[src/source/cmd_pkg.sv]
// Command encoder definitions shared by the datapath blocks
// The serializer buffer logic assumes SER_CREDITS is 2
// Sync bytes go out high byte first

package cmd_pkg;

    // Command memory geometry
    localparam int MEM_AW    = 10;
    localparam int MEM_DEPTH = 2 ** MEM_AW;

    localparam logic [15:0] SYNC_PATTERN = 16'h817E;

    // Serializer buffer depth, one credit per entry
    localparam int SER_CREDITS = 2;
    localparam int CREDIT_W    = $clog2(SER_CREDITS + 1);

    typedef logic [CREDIT_W-1:0] credit_t;

    // One access to the command memory
    typedef struct packed {
        logic              en;
        logic              we;
        logic [MEM_AW-1:0] addr;
        logic [7:0]        wdata;
    } mem_req_t;

    // Sequence configuration from the register block
    typedef struct packed {
        logic [15:0] size;
        logic [15:0] repeat_count;
    } cmd_conf_t;

    typedef enum logic [1:0] {SEQ_INIT, SEQ_DATA, SEQ_SYNC} seq_state_t;

endpackage

[src/source/cmd_serializer.sv]
// Two-entry byte buffer and LSB-first serializer, one bit per cycle
// A credit returns when a byte moves from the buffer to the shifter
// The line idles at 0 while no byte is being shifted
`timescale 1ns/10ps

module cmd_serializer (
    input  logic       BUS_CLK,
    input  logic       RST,
    input  logic       clear,
    input  logic       byte_valid,
    input  logic [7:0] byte_data,
    output logic       credit_ret,
    output logic       serial_out
);

    logic [7:0]       buf_q [cmd_pkg::SER_CREDITS];
    logic             wr_ptr_q;
    logic             rd_ptr_q;
    cmd_pkg::credit_t count_q;
    logic [7:0]       shift_q;
    logic [2:0]       bit_cnt_q;
    logic             active_q;
    logic             boundary;
    logic             load;

    // Byte boundary when idle or on the last bit
    assign boundary   = !active_q || (bit_cnt_q == 3'd7);
    assign load       = boundary && (count_q != '0);
    assign credit_ret = load;
    assign serial_out = active_q && shift_q[0];

    always_ff @(posedge BUS_CLK) begin
        if (byte_valid) begin
            buf_q[wr_ptr_q] <= byte_data;
        end
        if (load) begin
            shift_q <= buf_q[rd_ptr_q];
        end else begin
            shift_q <= {1'b0, shift_q[7:1]};
        end
    end

    always_ff @(posedge BUS_CLK) begin
        if (RST || clear) begin
            wr_ptr_q  <= 1'b0;
            rd_ptr_q  <= 1'b0;
            count_q   <= '0;
            active_q  <= 1'b0;
            bit_cnt_q <= '0;
        end else begin
            if (byte_valid) begin
                wr_ptr_q <= !wr_ptr_q;
            end
            if (load) begin
                rd_ptr_q <= !rd_ptr_q;
            end
            if (byte_valid && !load) begin
                count_q <= count_q + cmd_pkg::credit_t'(1);
            end else if (load && !byte_valid) begin
                count_q <= count_q - cmd_pkg::credit_t'(1);
            end
            if (load) begin
                active_q  <= 1'b1;
                bit_cnt_q <= '0;
            end else if (boundary) begin
                active_q <= 1'b0;
            end else begin
                bit_cnt_q <= bit_cnt_q + 3'd1;
            end
        end
    end

endmodule

[config.mk]
export PLATFORM = sky130hd
export DESIGN_NAME = cmd_serializer
export DESIGN_NICKNAME = d
export VERILOG_FILES = /design/src/source/cmd_pkg.sv /design/src/source/cmd_serializer.sv
export SDC_FILE = /design/constraint.sdc
export NUM_CORES = 1
export LEC_CHECK = 0
export BUFFER_PORTS_ARGS = -buffer_cell sky130_fd_sc_hd__clkbuf_2
export CAP_MARGIN = 20
export CORE_UTILIZATION = 45
export CTS_BUF_LIST = sky130_fd_sc_hd__clkbuf_2
export DETAILED_ROUTE_END_ITERATION = 8
export PLACE_DENSITY_LB_ADDON = 0.15
export SYNTH_ARGS = -nofsm -noshare
export SYNTH_HDL_FRONTEND = slang
export SYNTH_SLANG_ARGS = --single-unit
[constraint.sdc]
create_clock -name BUS_CLK -period 4.9 [get_ports BUS_CLK]
set_input_delay 0.735 -clock BUS_CLK [delete_from_list [all_inputs] [get_ports BUS_CLK]]
set_output_delay 0.735 -clock BUS_CLK [all_outputs]
set_load 0.03 [all_outputs]
==> results.sh <==
export IMPL_outcome="complete, no violations"
export IMPL_final_antenna_net_count=0
export IMPL_ctsHtreeMaxLevel=2
export IMPL_grt_usage_pct=14.7
export IMPL_gp_congestion=0.771
export IMPL_startpoint_type="flop"
export IMPL_p_leak_uw=0.000526
export IMPL_dp_hpwl_um=1230
export IMPL_vias=699
export IMPL_crit_path_frequent_cell="ha_1"
export IMPL_synthArstFlopShare_pct=0
export IMPL_port_buffers=13
export IMPL_core_region_area_um2=2520
export IMPL_power_density_nw_per_um2=419
export IMPL_num_antenna_cells=0
export IMPL_rsz0062_at_grt="no"
export IMPL_slew_headroom_pct=54.0
export IMPL_first_pass_iters=4
export IMPL_period_share_pct=53.0
export IMPL_drt_wl_total_um=1750
export IMPL_avgViaCountPerCell=5.07
export IMPL_syn_area_per_cell_um2=13.6
export IMPL_maxSlewViolCount=0
export IMPL_seq_area_um2=821
export IMPL_clock_fmax_ghz=0.385
export IMPL_path_max_fanout=10
export IMPL_cts_inserted_buffers=5
export IMPL_layout_drive_gt1_share_pct=24.1
export IMPL_critical_path_max_stage_delay_ns=0.36
export IMPL_drc=0
export IMPL_tightest_slew_ns=0.689
export IMPL_crit_slowest_cell="dfxtp_1"
export IMPL_synth_main_ff_cell="dfxtp_1"
export IMPL_clock_skew_ns=0.0116
export IMPL_reg2reg_setup_slack_ns=2.79
export IMPL_grt_pass1_vias=637
export IMPL_setup_tns_final_ns=0
export IMPL_multi_input_area_um2=375
export IMPL_cts_setup_buffers=0
export IMPL_die_w_um=54.1
export IMPL_ys_seq_elements=33
export IMPL_ys_types=23
export IMPL_final_nets=122
export IMPL_cap_violations=0
export IMPL_clockBufferDepth=2
export IMPL_drtIter0Drc=8
export IMPL_final_common_cell="clkbuf_2"
export IMPL_grt_first_pass_wirelength_um=2820
export IMPL_cts_resized=0
export IMPL_dieArea_um2=2920
export IMPL_cp_arrival_ns=1.86
export IMPL_start_util_pct=48.4
export IMPL_grt_ovfl_total=0
export IMPL_synth_warnings=0
export IMPL_synth_nets=105
export IMPL_cts_sinks=33
export IMPL_area_delta_synth_final_pct=12.0
export IMPL_peakVddDrop_mv=0.229
export IMPL_crit_chain="ha_1 -> ha_1 -> nand2b_1 -> o21ai_2 -> inv_2 -> clkbuf_2"
export IMPL_mostFrequentLayoutCells="19 x clkbuf_2, 17 x dfxtp_1, 16 x o21ai_0, 16 x edfxtp_1, 10 x mux2i_1"
export IMPL_criticalPathCategory="reg2out"
export IMPL_hold_viol=0
export IMPL_die_height_um=54.1
export IMPL_wl_per_cell_um=12.7
export IMPL_synth_edf_count=16
export IMPL_std_cell_rows=18
export IMPL_synth_seq_area_share_pct=67.3
export IMPL_synthTopCellsByArea="edfxtp_1 39%, dfxtp_1 28%, mux2i_1 8.2%"
export IMPL_setup_viol=0
export IMPL_cts_tree="built"
export IMPL_hp_class="reg2reg"
export IMPL_cp_required_ns=4.16
export IMPL_synth_top_area_cell="edfxtp_1"
export IMPL_root_buffer="clkbuf_2"
export IMPL_antenna_found_initial=0
export IMPL_ctsHoldBuffers=0
export IMPL_top_level_ports=14
export IMPL_fill_cells=224
export IMPL_grt_max_degree=11
export IMPL_clk_latency_ns=0.34
export IMPL_netlist_area_um2=1220
export IMPL_synthCells=90
export IMPL_fin_crit_ns=2.60
export IMPL_clkTransAtPathRegs_ns=0.16
export IMPL_synth_top_cell_area_share_pct=39.4
export IMPL_power_total_uw=573
export IMPL_end_kind="output pin"
final timing paths:
path | start | depth (start not counted) | to
worst max-delay path | bit_cnt_q[0]$_SDFFE_PP0N_ | 6 | credit_ret
worst min-delay path | shift_q[2]$_DFF_P_ | 2 | shift_q[1]$_DFF_P_
worst max register to register | bit_cnt_q[0]$_SDFFE_PP0N_ | 7 | count_q[1]$_SDFFE_PP0P_
worst min register to register | shift_q[2]$_DFF_P_ | 2 | shift_q[1]$_DFF_P_
worst max-delay path, delay by kind of cell (launching register included):
family / cells / cell delay (ns)
AO/OA/AOI/OAI: 1 / 0.22
adder cells (fa/ha/maj): 2 / 0.40
buffers and inverters: 2 / 0.30
flip-flops: 1 / 0.36
AND/OR/NAND/NOR: 1 / 0.25
synth_stat cells, types with 2 or more instances:
cell      count
a21oi_1       4
dfxtp_1      17
edfxtp_1     16
ha_1          3
mux2i_1      10
nor2_1        4
nor3_1        3
o21ai_0      16
xnor2_1       2
xor2_1        2
flip-flops by register name (all words and copies together), names as in the netlist, named ones only:
register   count
buf_q         16
shift_q        8
bit_cnt_q      3
count_q        2
active_q       1
rd_ptr_q       1
wr_ptr_q       1
per-layer routing:
layer  global-route usage [%]  vias to the layer above  part of all wire (%)
met5                        0                        -                     0
li1                         -                      363                     -
met3                     5.08                        0                   4.2
met1                     18.4                      324                    49
met4                     7.69                        0                     0
met2                     22.2                       12                    47
area by class of cell:
cell class | count | share of cell area [%]
clock buffers | 6 | 2.20
clock inverters | 2 | 2.47
multi-input cells | 53 | 27.5
inverters | 1 | 0.275
repair buffers | 13 | 4.76
flip-flops and latches | 33 | 60.1
well taps | 30 | 2.75
metrics by stage:
stage / utilization, % / std cells / cell area [µm²] / worst slack [ns] / hold slack, ns
after floorplan: - / 90 / 1220 / 2.93 / 0.425
after global placement: 51.6 / 130 / 1300 / 2.76 / 0.430
after detailed placement: 51.6 / 130 / 1300 / 2.70 / 0.449
after CTS: 54.2 / 138 / 1370 / 2.29 / 0.481
after global routing: 54.2 / 138 / 1370 / 2.16 / 0.525
final: 54.2 / 138 / 1370 / 2.30 / 0.476
cell families (layout without fill, tap and decap cells):
logic type                 count (synthesis)  after routing  synth area share [%]
AOI/OAI and AO/OA                         21             21                  8.92
and+or+nand+nor                           15             15                  7.69
buffers and inverters                      4             22                  1.95
adders and majority gates                  3              3                  3.08
muxes                                     10             10                  8.21
DFF                                       33             33                  67.3
xor gates and xnor gates                   4              4                  2.87
power breakdown:
group | switching, µW | internal, µW
sequential | 11.1 | 322
clock | 85.5 | 87.3
combinational | 39.4 | 28.2
total | 136 | 437
No activity file was read; power rests on OpenSTA's default activity.
