--- src/source/bus_pkg.sv ---
// Host register bus definitions
// Addresses below REG_SPACE are registers, the command memory follows
// Unmapped register addresses read as 0

package bus_pkg;

    // One host bus cycle
    typedef struct packed {
        logic [15:0] add;
        logic [7:0]  wdata;
        logic        rd;
        logic        wr;
    } bus_req_t;

    // Register map
    localparam logic [15:0] ADDR_RESET      = 16'd0;
    localparam logic [15:0] ADDR_START      = 16'd1;
    localparam logic [15:0] ADDR_SIZE_LO    = 16'd3;
    localparam logic [15:0] ADDR_SIZE_HI    = 16'd4;
    localparam logic [15:0] ADDR_REPEAT_LO  = 16'd5;
    localparam logic [15:0] ADDR_REPEAT_HI  = 16'd6;
    localparam logic [15:0] ADDR_MEMSIZE_LO = 16'd7;
    localparam logic [15:0] ADDR_MEMSIZE_HI = 16'd8;

    // First command memory address
    localparam logic [15:0] REG_SPACE = 16'd16;

    localparam logic [7:0] VERSION = 8'd1;

endpackage

--- src/source/cmd_pkg.sv ---
// Command encoder definitions shared by the datapath blocks
// The serializer buffer logic assumes SER_CREDITS is 2
// Sync bytes go out high byte first

package cmd_pkg;

    // Command memory geometry
    localparam int MEM_AW    = 10;
    localparam int MEM_DEPTH = 2 ** MEM_AW;

    localparam logic [15:0] SYNC_PATTERN = 16'h817E;

    // Serializer buffer depth, one credit per entry
    localparam int SER_CREDITS = 2;
    localparam int CREDIT_W    = $clog2(SER_CREDITS + 1);

    typedef logic [CREDIT_W-1:0] credit_t;

    // One access to the command memory
    typedef struct packed {
        logic              en;
        logic              we;
        logic [MEM_AW-1:0] addr;
        logic [7:0]        wdata;
    } mem_req_t;

    // Sequence configuration from the register block
    typedef struct packed {
        logic [15:0] size;
        logic [15:0] repeat_count;
    } cmd_conf_t;

    typedef enum logic [1:0] {SEQ_INIT, SEQ_DATA, SEQ_SYNC} seq_state_t;

endpackage

--- src/source/cmd_regs.sv ---
// Host bus decoder and configuration registers
// Writes take effect on the edge where wr is high, reads return one cycle later
// clear covers both RST and a write to the reset register
`timescale 1ns/10ps

module cmd_regs (
    input  logic                BUS_CLK,
    input  logic                RST,
    input  bus_pkg::bus_req_t   bus,
    input  logic [7:0]          mem_rdata,
    input  cmd_pkg::seq_state_t seq_state,
    output logic [7:0]          bus_data_out,
    output cmd_pkg::mem_req_t   bus_mem,
    output cmd_pkg::cmd_conf_t  conf,
    output logic                start,
    output logic                clear
);

    logic [15:0] mem_off;
    logic        in_mem;
    logic        rd_q;
    logic        rd_mem_q;
    logic [15:0] rd_add_q;
    logic [7:0]  reg_rdata;

    assign mem_off  = bus.add - bus_pkg::REG_SPACE;
    assign in_mem   = (bus.add >= bus_pkg::REG_SPACE) && (mem_off[15:cmd_pkg::MEM_AW] == '0);

    assign clear = RST || (bus.wr && bus.add == bus_pkg::ADDR_RESET);
    assign start = bus.wr && bus.add == bus_pkg::ADDR_START;

    // Memory window request
    assign bus_mem.en    = (bus.rd || bus.wr) && in_mem;
    assign bus_mem.we    = bus.wr;
    assign bus_mem.addr  = mem_off[cmd_pkg::MEM_AW-1:0];
    assign bus_mem.wdata = bus.wdata;

    always_ff @(posedge BUS_CLK) begin
        if (clear) begin
            conf.size         <= '0;
            conf.repeat_count <= 16'd1;
        end else if (bus.wr) begin
            case (bus.add)
                bus_pkg::ADDR_SIZE_LO:   conf.size[7:0]          <= bus.wdata;
                bus_pkg::ADDR_SIZE_HI:   conf.size[15:8]         <= bus.wdata;
                bus_pkg::ADDR_REPEAT_LO: conf.repeat_count[7:0]  <= bus.wdata;
                bus_pkg::ADDR_REPEAT_HI: conf.repeat_count[15:8] <= bus.wdata;
                default: ;
            endcase
        end
    end

    // Read address pipeline, one cycle of latency to match the memory
    always_ff @(posedge BUS_CLK) begin
        if (RST) begin
            rd_q     <= 1'b0;
            rd_mem_q <= 1'b0;
            rd_add_q <= '0;
        end else begin
            rd_q     <= bus.rd;
            rd_mem_q <= bus.rd && in_mem;
            rd_add_q <= bus.add;
        end
    end

    always_comb begin
        case (rd_add_q)
            bus_pkg::ADDR_RESET:      reg_rdata = bus_pkg::VERSION;
            // Status: bit 1 syncing, bit 0 done
            bus_pkg::ADDR_START:      reg_rdata = {6'b0, seq_state == cmd_pkg::SEQ_SYNC,
                                                   seq_state != cmd_pkg::SEQ_DATA};
            bus_pkg::ADDR_SIZE_LO:    reg_rdata = conf.size[7:0];
            bus_pkg::ADDR_SIZE_HI:    reg_rdata = conf.size[15:8];
            bus_pkg::ADDR_REPEAT_LO:  reg_rdata = conf.repeat_count[7:0];
            bus_pkg::ADDR_REPEAT_HI:  reg_rdata = conf.repeat_count[15:8];
            bus_pkg::ADDR_MEMSIZE_LO: reg_rdata = 8'(cmd_pkg::MEM_DEPTH);
            bus_pkg::ADDR_MEMSIZE_HI: reg_rdata = 8'(cmd_pkg::MEM_DEPTH >> 8);
            default:                  reg_rdata = 8'h00;
        endcase
    end

    assign bus_data_out = !rd_q ? 8'h00 : (rd_mem_q ? mem_rdata : reg_rdata);

endmodule

--- config.mk ---
export PLATFORM = sky130hd
export DESIGN_NAME = cmd_regs
export DESIGN_NICKNAME = d
export VERILOG_FILES = /design/src/source/bus_pkg.sv /design/src/source/cmd_pkg.sv /design/src/source/cmd_regs.sv
export SDC_FILE = /design/constraint.sdc
export NUM_CORES = 1
export LEC_CHECK = 0
export BUFFER_PORTS_ARGS = -buffer_cell sky130_fd_sc_hd__buf_2
export CAP_MARGIN = 20
export CORE_UTILIZATION = 26
export CTS_CLUSTER_SIZE = 16
export DETAILED_ROUTE_END_ITERATION = 8
export HOLD_SLACK_MARGIN = 0.12
export SYNTH_ARGS = -nofsm -noshare
export SYNTH_HDL_FRONTEND = slang
export SYNTH_SLANG_ARGS = --single-unit
--- constraint.sdc ---
create_clock -name BUS_CLK -period 6.4 [get_ports BUS_CLK]
set_input_delay 0.64 -clock BUS_CLK [delete_from_list [all_inputs] [get_ports BUS_CLK]]
set_output_delay 0.64 -clock BUS_CLK [all_outputs]
set_load 0.02 [all_outputs]
==> results of run 1 <==
-- through the flow --
step | util | std cells
after floorplan | - | 287
after global placement | 0.323 | 488
after detailed placement | 0.323 | 488
after CTS | 0.335 | 496
after global routing | 0.335 | 496
final | 0.335 | 496
-- cells by family (layout without fill, tap and decap cells) --
group,Yosys count,in the layout,synth area share
flip-flops,50,50,0.400
AND/OR/NAND/NOR,127,127,0.293
multiplexers,23,23,0.0949
buffers and inverters,31,111,0.0709
XOR/XNOR,5,5,0.0175
AO/OA/AOI/OAI,50,50,0.119
adder cells (fa/ha/maj),1,1,0.00499
-- state kept, by name, summed over array words and instances, names as in the netlist --
name	flops
conf	32
rd_add_q	16
rd_mem_q	1
rd_q	1
-- layer usage --
metal,up-vias,track usage,part of all wire
met4,0,0.0491,0.016
met5,-,0,0
met3,7,0.0306,0.049
met2,59,0.234,0.45
li1,1151,-,-
met1,1073,0.191,0.48
-- power breakdown --
| part | switching [mW] | internal [mW] | total [mW] |
|---|---|---|---|
| clock network | 0.0983 | 0.117 | 0.215 |
| registers | 0.00526 | 0.317 | 0.322 |
| logic | 0.0424 | 0.0247 | 0.0672 |
-- worst register-to-register path: stages (launching register included) --
cell     delay (ns)
dfxtp_1        0.36
a22oi_1        0.18
nor2_1         0.07
-- synthesized netlist by cell type, types with 4 or more instances --
cell	count
and3_1	7
mux2i_1	17
mux2_2	6
clkbuf_1	10
nor2_1	27
nand2_1	17
nand3_1	13
a21oi_1	18
buf_4	14
o21ai_0	12
nand2b_1	7
nor2_2	8
nor4_1	6
inv_1	4
dfxtp_1	50
a22oi_1	13
nor2b_1	17
-- layout make-up --
class | count | area share
Inverter | 4 | 0.00483
Multi-Input combinational cell | 206 | 0.427
Tap cell | 129 | 0.0519
Clock buffer | 6 | 0.0233
Timing Repair Buffer | 99 | 0.159
Clock inverter | 2 | 0.0121
Sequential cell | 50 | 0.322
-- worst paths after layout --
path                 start  endpoint  slack, ns  cells past startpoint
setup / recovery   bus[18]     clear       2.63                      6
hold / removal    conf[31]  conf[31]       0.48                      2
setup reg to reg   conf[2]   conf[2]       5.66                      2
hold reg to reg   conf[31]  conf[31]       0.48                      2
==> reports/metrics.cfg, run 1 <==
[place]
gp_congestion = 0.790
io_buffers = 99
placed_area_sq_um = 3000
pre_cts_slack_ns = 2.63
dp.final_hpwl_microns = 5550

[critical_path]
crit_type = input pin to output port
crit_family = simple AND/OR/NAND/NOR gates
cp_cell_sequence = buf_2, nor4_1, nand3b_1, nor3_4, a21o_1, buf_2
cpPeakStageDelay_ns = 0.69
cp_slowest_cell = nor4_1
cp_num_buf_inv = 2
worstSetupStartpointType = input pin
cp_common_cell = buf_2
worstPathRequired_ns = 5.76
crit_path_end_kind = output port
worst-path-max-fanout = 17
arrival_ns = 3.13

[logic_synthesis]
synth_fp_nets = 326
ys_async_sr_fraction = 0
ys_ff_latch = 50
synthesis.area_sq_um = 2500
ys_top_cells_by_area = dfxtp_1 40%, mux2i_1 6.8%, nor2b_1 4.2%
synth-edff-count = 0
ys_types = 42
synth-main-ff-cell = dfxtp_1
yosys.area.top_type = dfxtp_1
synth-warning-count = 0
ys_seq_area_frac = 0.400
yosys.area.top_type_share = 0.400
syn_avg_cell_area_sq_um = 8.73
synthCells = 287

[sta]
tightestPinTransition_ns = 0.943
drv_slew = 0
post-route-period-util = 0.589
hold_viol = 0
clock_skew_ns = 0
slew_headroom = 0.365
rsz0062_at_grt = false
tns_ns = 0
period_needed_ns = 3.77
setup_violations = 0
clock.fmax_mhz = 265
hold_slack_ns = 0.479
setup_ws_ns = 2.63

[detailed_routing]
wl_per_cell_microns = 14.3
drc = 0
drt-total-wl_microns = 7080
drt_iter0_markers = 91
drtPass1Iterations = 7
route.vias.total = 2290
ant_nets = 0
via_per_inst = 4.62

[power]
p_per_area_nw_per_um2 = 194
leakagePower_nw = 1.30
finalPower_mw = 0.604
peakVddDrop_uv = 165

[global_routing]
grt_pass1_wl_microns = 11400
gr-total-overflow = 0
grt_max_degree = 35
antenna_found_initial = 0
gr-usage-all-layers = 0.145
grt_pass1_vias = 2223

[cts]
postCtsSetupBuffers = 0
path_clk_slew_ns = 0.09
clkLatencyLatePin_ns = 0.29
clock_sinks = 50
h-tree-depth = 2
cts_buffers = 5
clockBufferDepth = 2
cts_tree = built
cts_resized = 0
clock-root-buffer = clkbuf_8
ctsHoldBuffers = 0

[cells_and_area]
post-route-cell-area_sq_um = 3110
final_common_cell = buf_2
final_cell_mix = 99 x buf_2, 50 x dfxtp_1, 27 x nor2_1
fillerInstances = 998
nets = 405
n_antenna_cell = 0
layout-drive-gt1-share = 0.343
syn2layout_area_growth_pct = 24.1
multi_input_area_sq_um = 1330
regArea_sq_um = 1000

[floorplan]
initial_core_util = 0.270
fp.coreArea_sq_um = 9280
rows = 35
die_area_sq_um = 10000
die_h_microns = 100
dieWidth_microns = 100
ioPinCount = 100

[job]
cap_violations = 0

[run_status]
status = finished clean

[min_path]
hold_path.class = register to register

Note: power is estimated with default switching activity, not from simulation.
==> run 2, diff against run 1 <==
--- a/config.mk
+++ b/config.mk
@@ -5,6 +5,7 @@
 export SDC_FILE = /design/constraint.sdc
 export NUM_CORES = 1
 export LEC_CHECK = 0
+export ABC_AREA = 1
 export BUFFER_PORTS_ARGS = -buffer_cell sky130_fd_sc_hd__buf_2
 export CAP_MARGIN = 20
 export CORE_UTILIZATION = 26
==> constraint.sdc (replaced) <==
create_clock -name BUS_CLK -period 3.15 [get_ports BUS_CLK]
set_input_delay 0.315 -clock BUS_CLK [delete_from_list [all_inputs] [get_ports BUS_CLK]]
set_output_delay 0.315 -clock BUS_CLK [all_outputs]
set_load 0.02 [all_outputs]
==> reports/metrics.cfg, run 2 <==
[run_status]
status = finished clean

[sta]
slew_headroom = 0.584
setup_ws_ns = 0.757
tightestPinTransition_ns = 0.622
clock_skew_ns = 0
drv_slew = 0
post-route-period-util = 0.760
period_needed_ns = 2.39
rsz0062_at_grt = false
hold_viol = 0
tns_ns = 0
clock.fmax_mhz = 418
setup_violations = 0

[cells_and_area]
largest_register = conf
multi_input_area_sq_um = 1310
largest_reg_flops = 32
fin_cells = 598
syn2layout_area_growth_pct = 23.4
layout-drive-gt1-share = 0.267
final_core_util = 0.330
n_antenna_cell = 0
fillerInstances = 1094
final_cell_mix = 99 x buf_2, 82 x nand2_1, 58 x nor2_1
reg.largest.list = conf (32), rd_add_q (16)
regArea_sq_um = 1000
final_common_cell = buf_2
nets = 503

[place]
gp_congestion = 0.898
io_buffers = 99
dp.final_hpwl_microns = 6520
pre_cts_slack_ns = 1.02
dp.cells = 590

[floorplan]
rows = 36
fp.coreArea_sq_um = 9730
dieWidth_microns = 102
ioPinCount = 100
initial_core_util = 0.267
die_h_microns = 102
die_area_sq_um = 10400

[cts]
cts_buffers = 5
ctsHoldBuffers = 0
postCtsSetupBuffers = 0
path_clk_slew_ns = 0.09
clock-root-buffer = clkbuf_8
clock_sinks = 50
clkLatencyLatePin_ns = 0.30
clockBufferDepth = 2
h-tree-depth = 2
cts_resized = 0
cts_tree = built

[detailed_routing]
via_per_inst = 4.60
drc = 0
route.vias.total = 2748
drt-total-wl_microns = 8220
drt_iter0_markers = 149
drtPass1Iterations = 7
wl_per_cell_microns = 13.7
ant_nets = 0

[power]
p_per_area_nw_per_um2 = 370
power_frac_seq = 0.546
clkPwrFrac = 0.323
p_int_mw = 0.850
sw_frac_of_total = 0.284
p_switching_mw = 0.338
comb_power_share = 0.131
peakVddDrop_uv = 183
leakagePower_nw = 1.46

[logic_synthesis]
ys_ff_latch = 50
yosys.area.top_type_share = 0.385
synthCells = 379
ys_top_cells_by_area = dfxtp_1 38%, nand2_1 12%, nor2_1 8.4%
yosysMostFrequentCell = nand2_1
synth-main-ff-cell = dfxtp_1
synth_fp_nets = 418
ys_seq_area_frac = 0.385
yosys.area.top_type = dfxtp_1
synthTopCellsByCount = 82 x nand2_1, 58 x nor2_1, 50 x dfxtp_1
synthesis.area_sq_um = 2600
syn_avg_cell_area_sq_um = 6.86
ys_async_sr_fraction = 0
synth-warning-count = 0
synth-edff-count = 0
ys_types = 26

[global_routing]
antenna_found_initial = 0
grt_pass1_wl_microns = 12800
gr-total-overflow = 0
gr-usage-all-layers = 0.158
grt_max_degree = 36
grt_pass1_vias = 2474

[critical_path]
cpPeakStageDelay_ns = 0.48
cp_cell_sequence = inv_1, nor2_1, nand2_1, nor2_1, nand3_1, nand4_1, nand2_1, a21oi_1, buf_2
worstPathRequired_ns = 2.83
arrival_ns = 2.08
cp_slowest_cell = nor2_1
worst-path-max-fanout = 8
crit_path_end_kind = output port
worstSetupStartpointType = register
crit_type = register to output port

[min_path]
hold_path.class = input pin to register

[job]
cap_violations = 0

==> run 2: power by group through the flow <==
| stage | sequential (mW) | combinational, mW | clock, mW |
|---|---|---|---|
| finish | 0.648 | 0.156 | 0.384 |
| global route | 0.650 | 0.171 | 0.422 |
| CTS | 0.648 | 0.156 | 0.394 |
| detailed placement | 0.663 | 0.155 | 0 |
| global placement | 0.662 | 0.154 | 0 |
| floorplan | 0.661 | 0.101 | 0 |
==> run 2: area by class of cell <==
cell class,instances,share of cell area
multi-input combinational,271,0.407
clock buffer,5,0.0214
inverter,35,0.0409
clock inverter,3,0.00741
sequential,50,0.312
timing repair buffer,101,0.159
tap,133,0.0519
==> run 2: cell families after synthesis <==
kind of cell,share of synthesized area
simple gates,0.393
buf+inv,0.113
flops,0.385
compound gates,0.0948
xor+xnor,0.0101
fa+ha+maj,0.00481
==> run 2: path summary, 6_finish.rpt <==
| kind | start | endpoint | slack, ns | depth (start not counted) |
|---|---|---|---|---|
| hold reg to reg | conf[27] | conf[27] | 0.49 | 2 |
| setup / recovery | rd_add_q[2] | bus_data_out[3] | 0.76 | 9 |
| setup reg to reg | conf[2] | conf[2] | 2.43 | 2 |
| hold / removal | bus[23] | rd_add_q[13] | 0.24 | 3 |
==> run 2: critical path: cells and delay by family, from the launching register on <==
kind,cells,cell delay [ns]
compound gates,1,0.12
flops,1,0.34
simple gates,6,1.09
buf+inv,2,0.22
==> run 2: metrics by stage <==
stage                     power (mW)  hold WS, ns  area [sq um]
after floorplan                0.763        0.422          2600
after global placement         0.816        0.477          3120
after detailed placement       0.818        0.474          3120
after CTS                       1.20        0.239          3210
after global routing            1.24        0.240          3210
final                           1.19        0.244          3210
==> run 2: per-layer routing <==
metal / part of all wire / wire, microns / global-route usage
met1: 0.45 / 3720 / 0.218
met5: 0 / 0 / 0
met4: 0.017 / 137 / 0.0440
met2: 0.47 / 3860 / 0.265
met3: 0.061 / 498 / 0.0130
