===== src/source/cmd_pkg.sv =====
// Command encoder definitions shared by the datapath blocks
// The serializer buffer logic assumes SER_CREDITS is 2
// Sync bytes go out high byte first

package cmd_pkg;

    // Command memory geometry
    localparam int MEM_AW    = 10;
    localparam int MEM_DEPTH = 2 ** MEM_AW;

    localparam logic [15:0] SYNC_PATTERN = 16'h817E;

    // Serializer buffer depth, one credit per entry
    localparam int SER_CREDITS = 2;
    localparam int CREDIT_W    = $clog2(SER_CREDITS + 1);

    typedef logic [CREDIT_W-1:0] credit_t;

    // One access to the command memory
    typedef struct packed {
        logic              en;
        logic              we;
        logic [MEM_AW-1:0] addr;
        logic [7:0]        wdata;
    } mem_req_t;

    // Sequence configuration from the register block
    typedef struct packed {
        logic [15:0] size;
        logic [15:0] repeat_count;
    } cmd_conf_t;

    typedef enum logic [1:0] {SEQ_INIT, SEQ_DATA, SEQ_SYNC} seq_state_t;

endpackage


===== src/source/cmd_sequencer.sv =====
// Command sequencer, fetches the sequence and feeds the serializer
// One fetch is in flight at a time, started only while a credit is left
// A start restarts the sequence from offset 0, credits carry over
`timescale 1ns/10ps

module cmd_sequencer (
    input  logic                BUS_CLK,
    input  logic                RST,
    input  logic                clear,
    input  logic                start,
    input  cmd_pkg::cmd_conf_t  conf,
    input  logic                seq_gnt,
    input  logic [7:0]          mem_rdata,
    input  logic                credit_ret,
    output cmd_pkg::mem_req_t   seq_mem,
    output cmd_pkg::seq_state_t seq_state,
    output logic                byte_valid,
    output logic [7:0]          byte_data
);

    cmd_pkg::seq_state_t state_q;
    cmd_pkg::credit_t    credit_cnt;
    logic [15:0]         idx_q;
    logic [15:0]         rep_q;
    logic                fetch_q;
    logic                wait_q;
    logic                sync_lo_q;
    logic                last_byte;
    logic                last_rep;
    logic                sync_emit;

    assign last_byte = (idx_q + 16'd1) >= conf.size;
    assign last_rep  = (rep_q + 16'd1) >= conf.repeat_count;
    assign sync_emit = (state_q == cmd_pkg::SEQ_SYNC) && (credit_cnt != '0);

    assign seq_mem.en    = fetch_q;
    assign seq_mem.we    = 1'b0;
    assign seq_mem.addr  = idx_q[cmd_pkg::MEM_AW-1:0];
    assign seq_mem.wdata = 8'h00;

    assign seq_state  = state_q;
    // Memory data is emitted in the cycle it arrives
    assign byte_valid = wait_q || sync_emit;
    assign byte_data  = !sync_emit ? mem_rdata :
                        (sync_lo_q ? cmd_pkg::SYNC_PATTERN[7:0] : cmd_pkg::SYNC_PATTERN[15:8]);

    always_ff @(posedge BUS_CLK) begin
        if (RST || clear) begin
            state_q   <= cmd_pkg::SEQ_INIT;
            idx_q     <= '0;
            rep_q     <= '0;
            fetch_q   <= 1'b0;
            wait_q    <= 1'b0;
            sync_lo_q <= 1'b0;
        end else if (start) begin
            state_q   <= (conf.size != '0 && conf.repeat_count != '0) ? cmd_pkg::SEQ_DATA
                                                                     : cmd_pkg::SEQ_SYNC;
            idx_q     <= '0;
            rep_q     <= '0;
            fetch_q   <= 1'b0;
            wait_q    <= 1'b0;
            sync_lo_q <= 1'b0;
        end else begin
            if (state_q == cmd_pkg::SEQ_DATA) begin
                if (wait_q) begin
                    wait_q <= 1'b0;
                    if (!last_byte) begin
                        idx_q <= idx_q + 16'd1;
                    end else begin
                        idx_q <= '0;
                        if (last_rep) begin
                            state_q <= cmd_pkg::SEQ_SYNC;
                        end else begin
                            rep_q <= rep_q + 16'd1;
                        end
                    end
                end else if (fetch_q) begin
                    // Request held until the arbiter grants it
                    if (seq_gnt) begin
                        fetch_q <= 1'b0;
                        wait_q  <= 1'b1;
                    end
                end else if (credit_cnt != '0) begin
                    fetch_q <= 1'b1;
                end
            end
            if (sync_emit) begin
                sync_lo_q <= !sync_lo_q;
            end
        end
    end

    // Credits, one per free serializer buffer entry
    always_ff @(posedge BUS_CLK) begin
        if (RST || clear) begin
            credit_cnt <= cmd_pkg::credit_t'(cmd_pkg::SER_CREDITS);
        end else if (byte_valid && !credit_ret) begin
            credit_cnt <= credit_cnt - cmd_pkg::credit_t'(1);
        end else if (credit_ret && !byte_valid) begin
            credit_cnt <= credit_cnt + cmd_pkg::credit_t'(1);
        end
    end

endmodule


===== config.mk =====
export PLATFORM = sky130hd
export DESIGN_NAME = cmd_sequencer
export DESIGN_NICKNAME = d
export VERILOG_FILES = /design/src/source/cmd_pkg.sv /design/src/source/cmd_sequencer.sv
export SDC_FILE = /design/constraint.sdc
export NUM_CORES = 1
export LEC_CHECK = 0
export BUFFER_PORTS_ARGS = -buffer_cell sky130_fd_sc_hd__buf_2
export CAP_MARGIN = 20
export CORE_AREA = 2 2 92 76
export CTS_BUF_LIST = sky130_fd_sc_hd__clkbuf_2
export CTS_CLUSTER_DIAMETER = 100
export DETAILED_ROUTE_END_ITERATION = 10
export DIE_AREA = 0 0 94 78
export HOLD_SLACK_MARGIN = 0.1
export MAX_ROUTING_LAYER = met4
export PLACE_DENSITY = 0.82
export SKIP_CTS_REPAIR_TIMING = 1
export SYNTH_ARGS = -nofsm -noshare
export SYNTH_HDL_FRONTEND = slang
export SYNTH_SLANG_ARGS = --single-unit

===== constraint.sdc =====
create_clock -name BUS_CLK -period 4.8 [get_ports BUS_CLK]
set_input_delay 0.48 -clock BUS_CLK [delete_from_list [all_inputs] [get_ports BUS_CLK]]
set_output_delay 0.48 -clock BUS_CLK [all_outputs]
set_load 0.01 [all_outputs]

==> results.py, run 1 <==
metrics = {
    "min_path": {
        "hold_start": "RST",
        "whs_path_depth": 2,
        "hold_end": "credit_cnt[0]",
        "hold_class": "in -> reg",
    },
    "pwr": {
        "finalPower_uw": 666.0,
        "internal_power_uw": 505.8,
        "p_sw_frac": 0.2405,
        "p_leak_uw": 0.001944,
        "clockPowerShare": 0.385,
        "seq_power_share": 0.492,
        "p_sw_uw": 160.2,
        "pwr_density_cell_nw_per_um2": 176.8,
        "peakVddDrop_mv": 0.1348,
        "pwr-share-comb": 0.123,
    },
    "setup_path": {
        "path_class": "reg -> reg",
        "cp_data_arrival_time_ns": 4.46,
        "end_kind": "flop",
        "reg2reg_depth": 13,
        "worst-path-max-fanout": 23,
        "r2r-end": "idx_q[11]",
        "cp.required_ns": 5.12,
        "start_kind": "flop",
        "r2r_slack_ns": 0.66,
        "r2r_start": "idx_q[3]",
    },
    "timing": {
        "setup-violations-final": 0,
        "tns_ns": 0,
        "finalHoldViolCount": 0,
        "timing.final.crit_share": 0.8628,
        "max_freq_mhz": 241.4,
        "worst_slew_pin_slew_ns": 1.052,
        "fin_skew_ns": 0.02487,
        "timing.max_slew.rel_slack": 0.2986,
        "drv_slew": 0,
        "timing.hold.ws_ns": 0.2704,
        "rsz0062_at_grt": "no",
        "period_minus_slack_ns": 4.142,
    },
    "global_route": {
        "grt_pass1_wl_um": 13230,
        "antenna_found_initial": 0,
        "grt_pass1_vias": 2993,
        "track_usage": 0.2248,
        "overflow": 0,
        "grt_max_degree": 30,
    },
    "logic_synthesis": {
        "seq_area_frac_synth": 0.2290,
        "synth-simple-area-share": 0.2275,
        "synthMuxAreaShare": 0.009174,
        "synth_top_area_frac": 0.2290,
        "synth_compound_area_frac": 0.2158,
        "synthAdderAreaFrac": 0.1284,
        "synthXorXnorAreaFrac": 0.07963,
        "synth_top_family_by_area": "simple AND/OR/NAND/NOR gates",
        "syn_area_per_cell_um2": 8.157,
        "synth_ff_type": "dfxtp_1",
        "netlist_area_um2": 3410,
        "async_reset_ff_frac": 0,
        "synth_cells": 418,
        "yosys.cell_types.count": 54,
        "synthTopCellsByArea": "dfxtp_1, ha_1, buf_4",
        "yosys_register_bits": 39,
        "synth_top_area_cell": "dfxtp_1",
        "synth_edf_count": 0,
        "ys.warnings.count": 0,
    },
    "floorplan": {
        "die_w_um": 94,
        "pin_count": 77,
        "fp.dieH_um": 78,
        "start_util": 0.5375,
        "rows": 26,
        "core-area_um2": 6344,
        "die_area_um2": 7332,
    },
    "drt": {
        "routed_wirelength_um": 7998,
        "dr.pass1.iters": 6,
        "avgRoutedWirePerCell_um": 14.49,
        "route.antenna.remaining_nets": 0,
        "num_vias": 3220,
        "first_iter_violations": 167,
        "drc": 0,
        "viasPerCell": 5.833,
    },
    "status": {
        "status": "finished clean",
    },
    "layout": {
        "finalCoreUtilization": 0.5939,
        "instances_no_fill": 552,
        "nets": 548,
        "diodes": 0,
        "drive_gt1_frac": 0.2115,
        "area_delta_synth_final_pct": 10.50,
    },
    "cts": {
        "cts.sink_count": 39,
        "numCtsBuffers": 5,
        "cts_tree": "yes",
        "clock_path_buffers": 2,
        "htreeDepth": 2,
        "path_clk_slew_ns": 0.21,
        "clk_latency_ns": 0.41,
        "clockRootBuffer": "clkbuf_2",
    },
    "placed_design": {
        "port_buffers": 67,
        "hpwl_um": 6053,
        "gp_congestion": 0.8351,
        "dp.cells": 542,
    },
    "run": {
        "max_cap_viol_count": 0,
    },
}
[power groups by stage]
stage	Combinational (uW)	Clock (uW)	Sequential, uW
after floorplan	50.4	0	334
after global placement	77.7	0	334
after detailed placement	80.2	0	334
after CTS	80.8	258	328
after global routing	93.0	273	328
final	82.0	256	328
[worst max path at each step]
stage	cells past startpoint	startpoint	slack [ns]	to
final	13	idx_q[3]	0.66	idx_q[11]
after CTS	12	idx_q[3]	0.52	idx_q[11]
after global placement	12	idx_q[0]	0.79	idx_q[14]
after detailed placement	12	idx_q[5]	0.59	idx_q[11]
after global routing	13	idx_q[5]	0.34	idx_q[12]
after floorplan	15	idx_q[5]	1.42	rep_q[11]
[Yosys cell counts (4+ instances only)]
cell       n
a21o_1    12
a21oi_1   22
a22o_1    10
a31o_2     6
a31oi_1    7
a41o_1     6
and3_1     8
and4_1     4
buf_2      4
buf_4     26
clkbuf_1   7
dfxtp_1   39
ha_1      35
inv_1     35
nand2_1   32
nand2b_1   4
nand3_1   19
nand4_1    7
nor2_1    28
nor3_1     4
nor4_1     9
o21ai_0    8
o31ai_1    6
o41ai_1    7
or4b_1     5
xnor2_1   20
xor2_1    11
[layout make-up]
cell class              instances  area [um2]
multi-input cells             315        2291
fillers                       571        2576
repair buffers                 71       369.1
well taps                      84       105.1
clock buffers                   6       30.03
flip-flops and latches         39       780.7
clock inverters                 2       60.06
inverters                      35       131.4
[metrics by stage]
stage | setup slack (ns) | instance area (um2)
6_report | 0.6583 | 3767
2_1_floorplan | 1.420 | 3440
3_3_place_gp | 0.7871 | 3659
5_1_grt | 0.3405 | 3767
4_1_cts | 0.5162 | 3749
3_5_place_dp | 0.5862 | 3659
[critical path, cell delays in order (launching register included)]
cell	delay, ns
dfxtp_1	0.48
and3_1	0.23
and3_1	0.28
nand4_1	0.26
nor2_1	0.23
xor2_1	0.10
ha_1	0.29
and4_1	0.25
nand2_1	0.07
o41ai_1	0.50
a211o_1	0.66
nor3_1	0.17
clkbuf_4	0.26
a22o_1	0.25
[per-layer routing]
layer  global-route usage  up-vias  share of wire  wire length, um
met4              0.05217        0         0.0075               60
met1               0.2926     1515           0.47             3762
met2               0.3629       96           0.46             3688
met5                    -        -              0                0
li1                     -     1600              -                -
met3              0.04175        9          0.061              486
[sequential cells by signal (all words and copies together), names as in the netlist]
name / flops
rep_q: 16
wait_q: 1
idx_q: 16
seq_state: 2
sync_lo_q: 1
credit_cnt: 2
fetch_q: 1
[kinds of logic (layout without fill, tap and decap cells)]
group | Yosys count | count (layout)
muxes | 3 | 3
buffers and inverters | 72 | 114
adders and majority gates | 35 | 35
AOI/OAI and AO/OA | 98 | 98
DFF | 39 | 39
other | 1 | 9
xor gates and xnor gates | 31 | 31
and+or+nand+nor | 139 | 139
[placed cells by master, fill, tap and decap left out, types with 4 or more instances in the layout]
| cell type | instances |
|---|---|
| or4b_1 | 5 |
| clkbuf_2 | 6 |
| nor4_1 | 9 |
| and4_1 | 4 |
| inv_1 | 35 |
| a41o_1 | 6 |
| a22o_1 | 10 |
| o31ai_1 | 6 |
| ha_1 | 35 |
| nand4_1 | 7 |
| buf_2 | 67 |
| xnor2_1 | 20 |
| o41ai_1 | 7 |
| a21oi_1 | 22 |
| nand2_1 | 32 |
| nand2b_1 | 4 |
| nor2_1 | 28 |
| a21o_1 | 12 |
| conb_1 | 9 |
| o21ai_0 | 8 |
| and3_1 | 8 |
| a31oi_1 | 7 |
| a31o_2 | 6 |
| nand3_1 | 19 |
| dfxtp_1 | 39 |
| xor2_1 | 11 |
Power figures use the tool's default switching activity.
==> run 2: changes to the inputs <==
--- a/config.mk
+++ b/config.mk
@@ -7,14 +7,14 @@
 export LEC_CHECK = 0
 export BUFFER_PORTS_ARGS = -buffer_cell sky130_fd_sc_hd__buf_2
 export CAP_MARGIN = 20
-export CORE_AREA = 2 2 92 76
+export CORE_AREA = 2 2 95 79
 export CTS_BUF_LIST = sky130_fd_sc_hd__clkbuf_2
 export CTS_CLUSTER_DIAMETER = 100
 export DETAILED_ROUTE_END_ITERATION = 10
-export DIE_AREA = 0 0 94 78
+export DIE_AREA = 0 0 97 81
 export HOLD_SLACK_MARGIN = 0.1
 export MAX_ROUTING_LAYER = met4
-export PLACE_DENSITY = 0.82
+export PLACE_DENSITY = 0.8
 export SKIP_CTS_REPAIR_TIMING = 1
 export SYNTH_ARGS = -nofsm -noshare
 export SYNTH_HDL_FRONTEND = slang
==> constraint.sdc (replaced) <==
create_clock -name BUS_CLK -period 3.8 [get_ports BUS_CLK]
set_input_delay 0.38 -clock BUS_CLK [delete_from_list [all_inputs] [get_ports BUS_CLK]]
set_output_delay 0.38 -clock BUS_CLK [all_outputs]
set_load 0.01 [all_outputs]
==> results.py, run 2 (same netlist as run 1, synthesis figures left out) <==
metrics = {
    "drt": {
        "route.antenna.remaining_nets": 0,
        "first_iter_violations": 172,
        "dr.pass1.iters": 4,
        "routed_wirelength_um": 8273,
        "avgRoutedWirePerCell_um": 14.46,
        "num_vias": 3210,
        "viasPerCell": 5.612,
        "drc": 0,
    },
    "layout": {
        "largestRegisters": "idx_q (16), rep_q (16)",
        "area_delta_synth_final_pct": 13.36,
        "layout_commonest_cell": "buf_2",
        "nets": 562,
        "diodes": 0,
        "final_cell_mix": "buf_2, dfxtp_1, inv_1, ha_1, nand2_1",
        "drive_gt1_frac": 0.2407,
        "design_area_um2": 3865,
    },
    "setup_path": {
        "slowest_stage": "dfxtp_1",
        "r2r-end": "rep_q[14]",
        "start_kind": "flop",
        "cp-startpoint": "rep_q[0]",
        "slowest_delay_ns": 0.51,
        "r2r_slack_ns": 0.22,
        "path_class": "reg -> reg",
        "r2r_start": "rep_q[0]",
        "end_kind": "flop",
        "path_cells": "ha_1 -> and3_4 -> and4_4 -> and3_1 -> nand2_1 -> xnor2_1 -> ha_1 -> nand2_1 -> o21ai_0 -> a2111oi_4 -> buf_4 -> or4b_1 -> a21oi_1",
        "reg2reg_depth": 13,
        "cp.required_ns": 4.15,
        "cp_data_arrival_time_ns": 3.93,
        "worst-path-max-fanout": 9,
    },
    "timing": {
        "period_minus_slack_ns": 3.582,
        "drv_slew": 0,
        "timing.final.crit_share": 0.9425,
        "setup-violations-final": 0,
        "tns_ns": 0,
        "rsz0062_at_grt": "no",
        "fin_skew_ns": 0.01799,
        "max_freq_mhz": 279.2,
        "finalHoldViolCount": 0,
        "worst_slew_pin_slew_ns": 0.8582,
        "timing.max_slew.rel_slack": 0.4254,
    },
    "pwr": {
        "p_leak_uw": 0.002005,
        "p_sw_uw": 209.6,
        "peakVddDrop_mv": 0.1451,
        "pwr_density_cell_nw_per_um2": 202.0,
        "seq_power_share": 0.530,
        "p_sw_frac": 0.2685,
        "finalPower_uw": 780.8,
        "internal_power_uw": 571.1,
        "pwr-share-comb": 0.135,
        "clockPowerShare": 0.335,
    },
    "global_route": {
        "overflow": 0,
        "grt_max_degree": 20,
        "track_usage": 0.2161,
        "antenna_found_initial": 0,
        "grt_pass1_wl_um": 13790,
        "grt_pass1_vias": 2969,
    },
    "floorplan": {
        "core-area_um2": 7042,
        "fp.dieH_um": 81,
        "die_area_um2": 7857,
        "rows": 28,
        "pin_count": 77,
        "die_w_um": 97,
        "start_util": 0.4842,
    },
    "placed_design": {
        "hpwl_um": 6503,
        "dpl_cell_area_um2": 3771,
        "gp_congestion": 0.9235,
        "port_buffers": 67,
    },
    "cts": {
        "clk_latency_ns": 0.39,
        "clockRootBuffer": "clkbuf_2",
        "clock_path_buffers": 2,
        "path_clk_slew_ns": 0.22,
        "cts_tree": "yes",
        "numCtsBuffers": 5,
        "cts.sink_count": 39,
        "htreeDepth": 2,
    },
    "status": {
        "status": "finished clean",
    },
    "min_path": {
        "hold_start": "RST",
        "whs_path_depth": 2,
        "hold_class": "in -> reg",
        "hold_end": "credit_cnt[0]",
    },
    "run": {
        "max_cap_viol_count": 0,
    },
}
## run 2: cell count changes in the layout (fill, tap and decap cells not counted), sizes merged
cell    delta
clkinv     +2
buf       +15
bufinv     -1
clkbuf     -2
## run 2: final cells by class
cell class / instances / area (um2)
multi-input combinational: 315 / 2301
clock inverter: 3 / 43.79
timing repair buffer: 85 / 470.5
clock buffer: 5 / 25.02
fill: 652 / 3177
sequential: 39 / 780.7
tap: 90 / 112.6
inverter: 35 / 131.4
## run 2: through the flow
stage                     worst slack (ns)  std cells  hold slack (ns)  utilization
after global placement              0.2142        562           0.4792       0.5355
after global routing               0.05423        572           0.1596       0.5489
after floorplan                     0.4203        426           0.4568            -
after detailed placement           0.03452        562           0.4907       0.5355
final                               0.2185        572           0.2043       0.5489
after CTS                         -0.02423        570           0.1854       0.5453
## run 2: power groups by stage
stage               Clock [uW]  Sequential (uW)  Combinational [uW]
floorplan                    0              422                63.7
global placement             0              422                 101
detailed placement           0              422                 105
CTS                        263              414                 106
global route               279              415                 119
finish                     261              414                 106
## run 2: worst max path at each step
stage | to | slack (ns)
5_1_grt | rep_q[3] | 0.05
4_1_cts | idx_q[9] | -0.02
6_report | rep_q[14] | 0.22
2_1_floorplan | rep_q[11] | 0.42
3_3_place_gp | idx_q[11] | 0.21
3_5_place_dp | idx_q[9] | 0.03
## run 2: critical path, delay by kind of cell (launching register included)
kind	cells	cell delay (ns)
simple gates	6	1.41
flops	1	0.51
compound gates	3	0.66
xor+xnor	1	0.20
buf+inv	1	0.22
fa+ha+maj	2	0.56
## run 2: metal layers
layer | global-route usage | part of all wire | vias up | wire, um
met4 | 0.02958 | 0.0056 | 0 | 46
met1 | 0.2840 | 0.47 | 1493 | 3926
met2 | 0.3611 | 0.46 | 85 | 3812
li1 | - | - | 1625 | -
met3 | 0.03873 | 0.059 | 7 | 488
met5 | - | 0 | - | 0
==> run 3: changes to the inputs <==
--- a/config.mk
+++ b/config.mk
@@ -15,6 +15,7 @@
 export HOLD_SLACK_MARGIN = 0.1
 export MAX_ROUTING_LAYER = met4
 export PLACE_DENSITY = 0.8
+export SETUP_SLACK_MARGIN = 0.4
 export SKIP_CTS_REPAIR_TIMING = 1
 export SYNTH_ARGS = -nofsm -noshare
 export SYNTH_HDL_FRONTEND = slang
==> results.py, run 3 (same netlist as run 1, synthesis figures left out) <==
metrics = {
    "setup_path": {
        "crit_top_cell": "and3_1",
        "path_delay_family": "simple AND/OR/NAND/NOR gates",
        "worst-path-max-fanout": 17,
        "path_cells": "and3_1 -> and3_1 -> nand4_1 -> nor2_1 -> xor2_1 -> ha_1 -> and4_4 -> nand2_1 -> o41ai_4 -> a211oi_2 -> buf_4 -> or4_1 -> a21oi_1",
        "cp_data_arrival_time_ns": 3.65,
        "path_class": "reg -> reg",
        "slowest_stage": "or4_1",
        "end_kind": "flop",
        "slowest_delay_ns": 0.49,
        "start_kind": "flop",
        "crit_buf_inv": 1,
        "cp.required_ns": 4.12,
    },
    "floorplan": {
        "fp.dieH_um": 81,
        "start_util": 0.4842,
        "rows": 28,
        "core-area_um2": 7042,
        "die_w_um": 97,
        "die_area_um2": 7857,
        "pin_count": 77,
    },
    "status": {
        "status": "finished clean",
    },
    "layout": {
        "design_area_um2": 4096,
        "instances_no_fill": 583,
        "diodes": 0,
        "final_cell_mix": "buf_2, inv_1, ha_1",
        "fillers": 611,
        "largestRegisters": "idx_q (16), rep_q (16)",
        "area_delta_synth_final_pct": 20.15,
        "layout_commonest_cell": "buf_2",
        "drive_gt1_frac": 0.3266,
        "nets": 573,
    },
    "placed_design": {
        "dp.cells": 562,
        "dpl_cell_area_um2": 3771,
        "port_buffers": 67,
        "hpwl_um": 6503,
        "gp_congestion": 0.9235,
    },
    "run": {
        "max_cap_viol_count": 0,
    },
    "cts": {
        "cts_tree": "yes",
        "clk_latency_ns": 0.39,
        "clock_path_buffers": 2,
        "path_clk_slew_ns": 0.23,
        "numCtsBuffers": 5,
        "htreeDepth": 2,
        "clockRootBuffer": "clkbuf_2",
        "cts.sink_count": 39,
    },
    "timing": {
        "timing.final.crit_share": 0.8742,
        "timing.hold.ws_ns": 0.2082,
        "period_minus_slack_ns": 3.322,
        "timing.max_slew.rel_slack": 0.4349,
        "drv_slew": 0,
        "finalHoldViolCount": 0,
        "rsz0062_at_grt": "no",
        "fin_skew_ns": 0.02043,
        "worst_slew_pin_slew_ns": 0.8440,
        "max_freq_mhz": 301.0,
        "setup-violations-final": 0,
    },
    "drt": {
        "dr.pass1.iters": 4,
        "drc": 0,
        "route.antenna.remaining_nets": 0,
        "first_iter_violations": 167,
        "routed_wirelength_um": 8926,
        "route.met2.wl_um": 4197,
        "wl_met3_um": 651,
        "wl_met1_um": 3996,
        "routed.top_layer": "met4",
        "avgRoutedWirePerCell_um": 15.31,
        "num_vias": 3340,
        "viasPerCell": 5.729,
    },
    "global_route": {
        "overflow": 0,
        "antenna_found_initial": 0,
        "track_usage": 0.2161,
        "grt_max_degree": 20,
        "grt_pass1_wl_um": 13790,
        "grt_pass1_vias": 2969,
    },
    "pwr": {
        "p_leak_uw": 0.002098,
        "peakVddDrop_mv": 0.1458,
        "pwr_density_cell_nw_per_um2": 189.4,
    },
    "min_path": {
        "hold_class": "in -> reg",
    },
}
run 3: where the power goes:
| group | total, uW | internal (uW) | switching [uW] |
|---|---|---|---|
| logic | 108 | 48.2 | 60.1 |
| registers | 407 | 405 | 2.04 |
| clock network | 261 | 112 | 149 |
run 3: worst paths after layout:
kind                            slack (ns)      from            end  depth (start not counted)
worst max-delay path                  0.48  idx_q[2]       rep_q[0]                         13
worst min-delay path                  0.21       RST  credit_cnt[0]                          2
worst max register to register        0.48  idx_q[2]       rep_q[0]                         13
worst min register to register        0.51  idx_q[6]       idx_q[6]                          2
run 3: layout make-up:
| cell class | count | area, um2 | area share |
|---|---|---|---|
| Sequential cell | 39 | 825.8 | 0.2016 |
| Multi-Input combinational cell | 315 | 2404 | 0.5867 |
| Tap cell | 90 | 112.6 | 0.02749 |
| Clock buffer | 5 | 25.02 | 0.006109 |
| Inverter | 35 | 131.4 | 0.03207 |
| Timing Repair Buffer | 96 | 554.3 | 0.1353 |
| Clock inverter | 3 | 43.79 | 0.01069 |
run 3: through the flow:
step	total power, uW	setup TNS, ns	worst slack (ns)	util
2_1_floorplan	485.6	0	0.4203	-
3_3_place_gp	523.2	0	0.2142	0.5355
6_report	775.7	0	0.4780	0.5817
3_5_place_dp	526.5	0	0.03452	0.5355
4_1_cts	782.6	-0.05689	-0.02423	0.5453
5_1_grt	809.3	0	0.2956	0.5817
run 3: routing by layer:
layer / GRT usage / vias up
li1: - / 1654
met4: 0.02958 / 0
met2: 0.3611 / 126
met5: - / -
met1: 0.2840 / 1547
met3: 0.03873 / 13
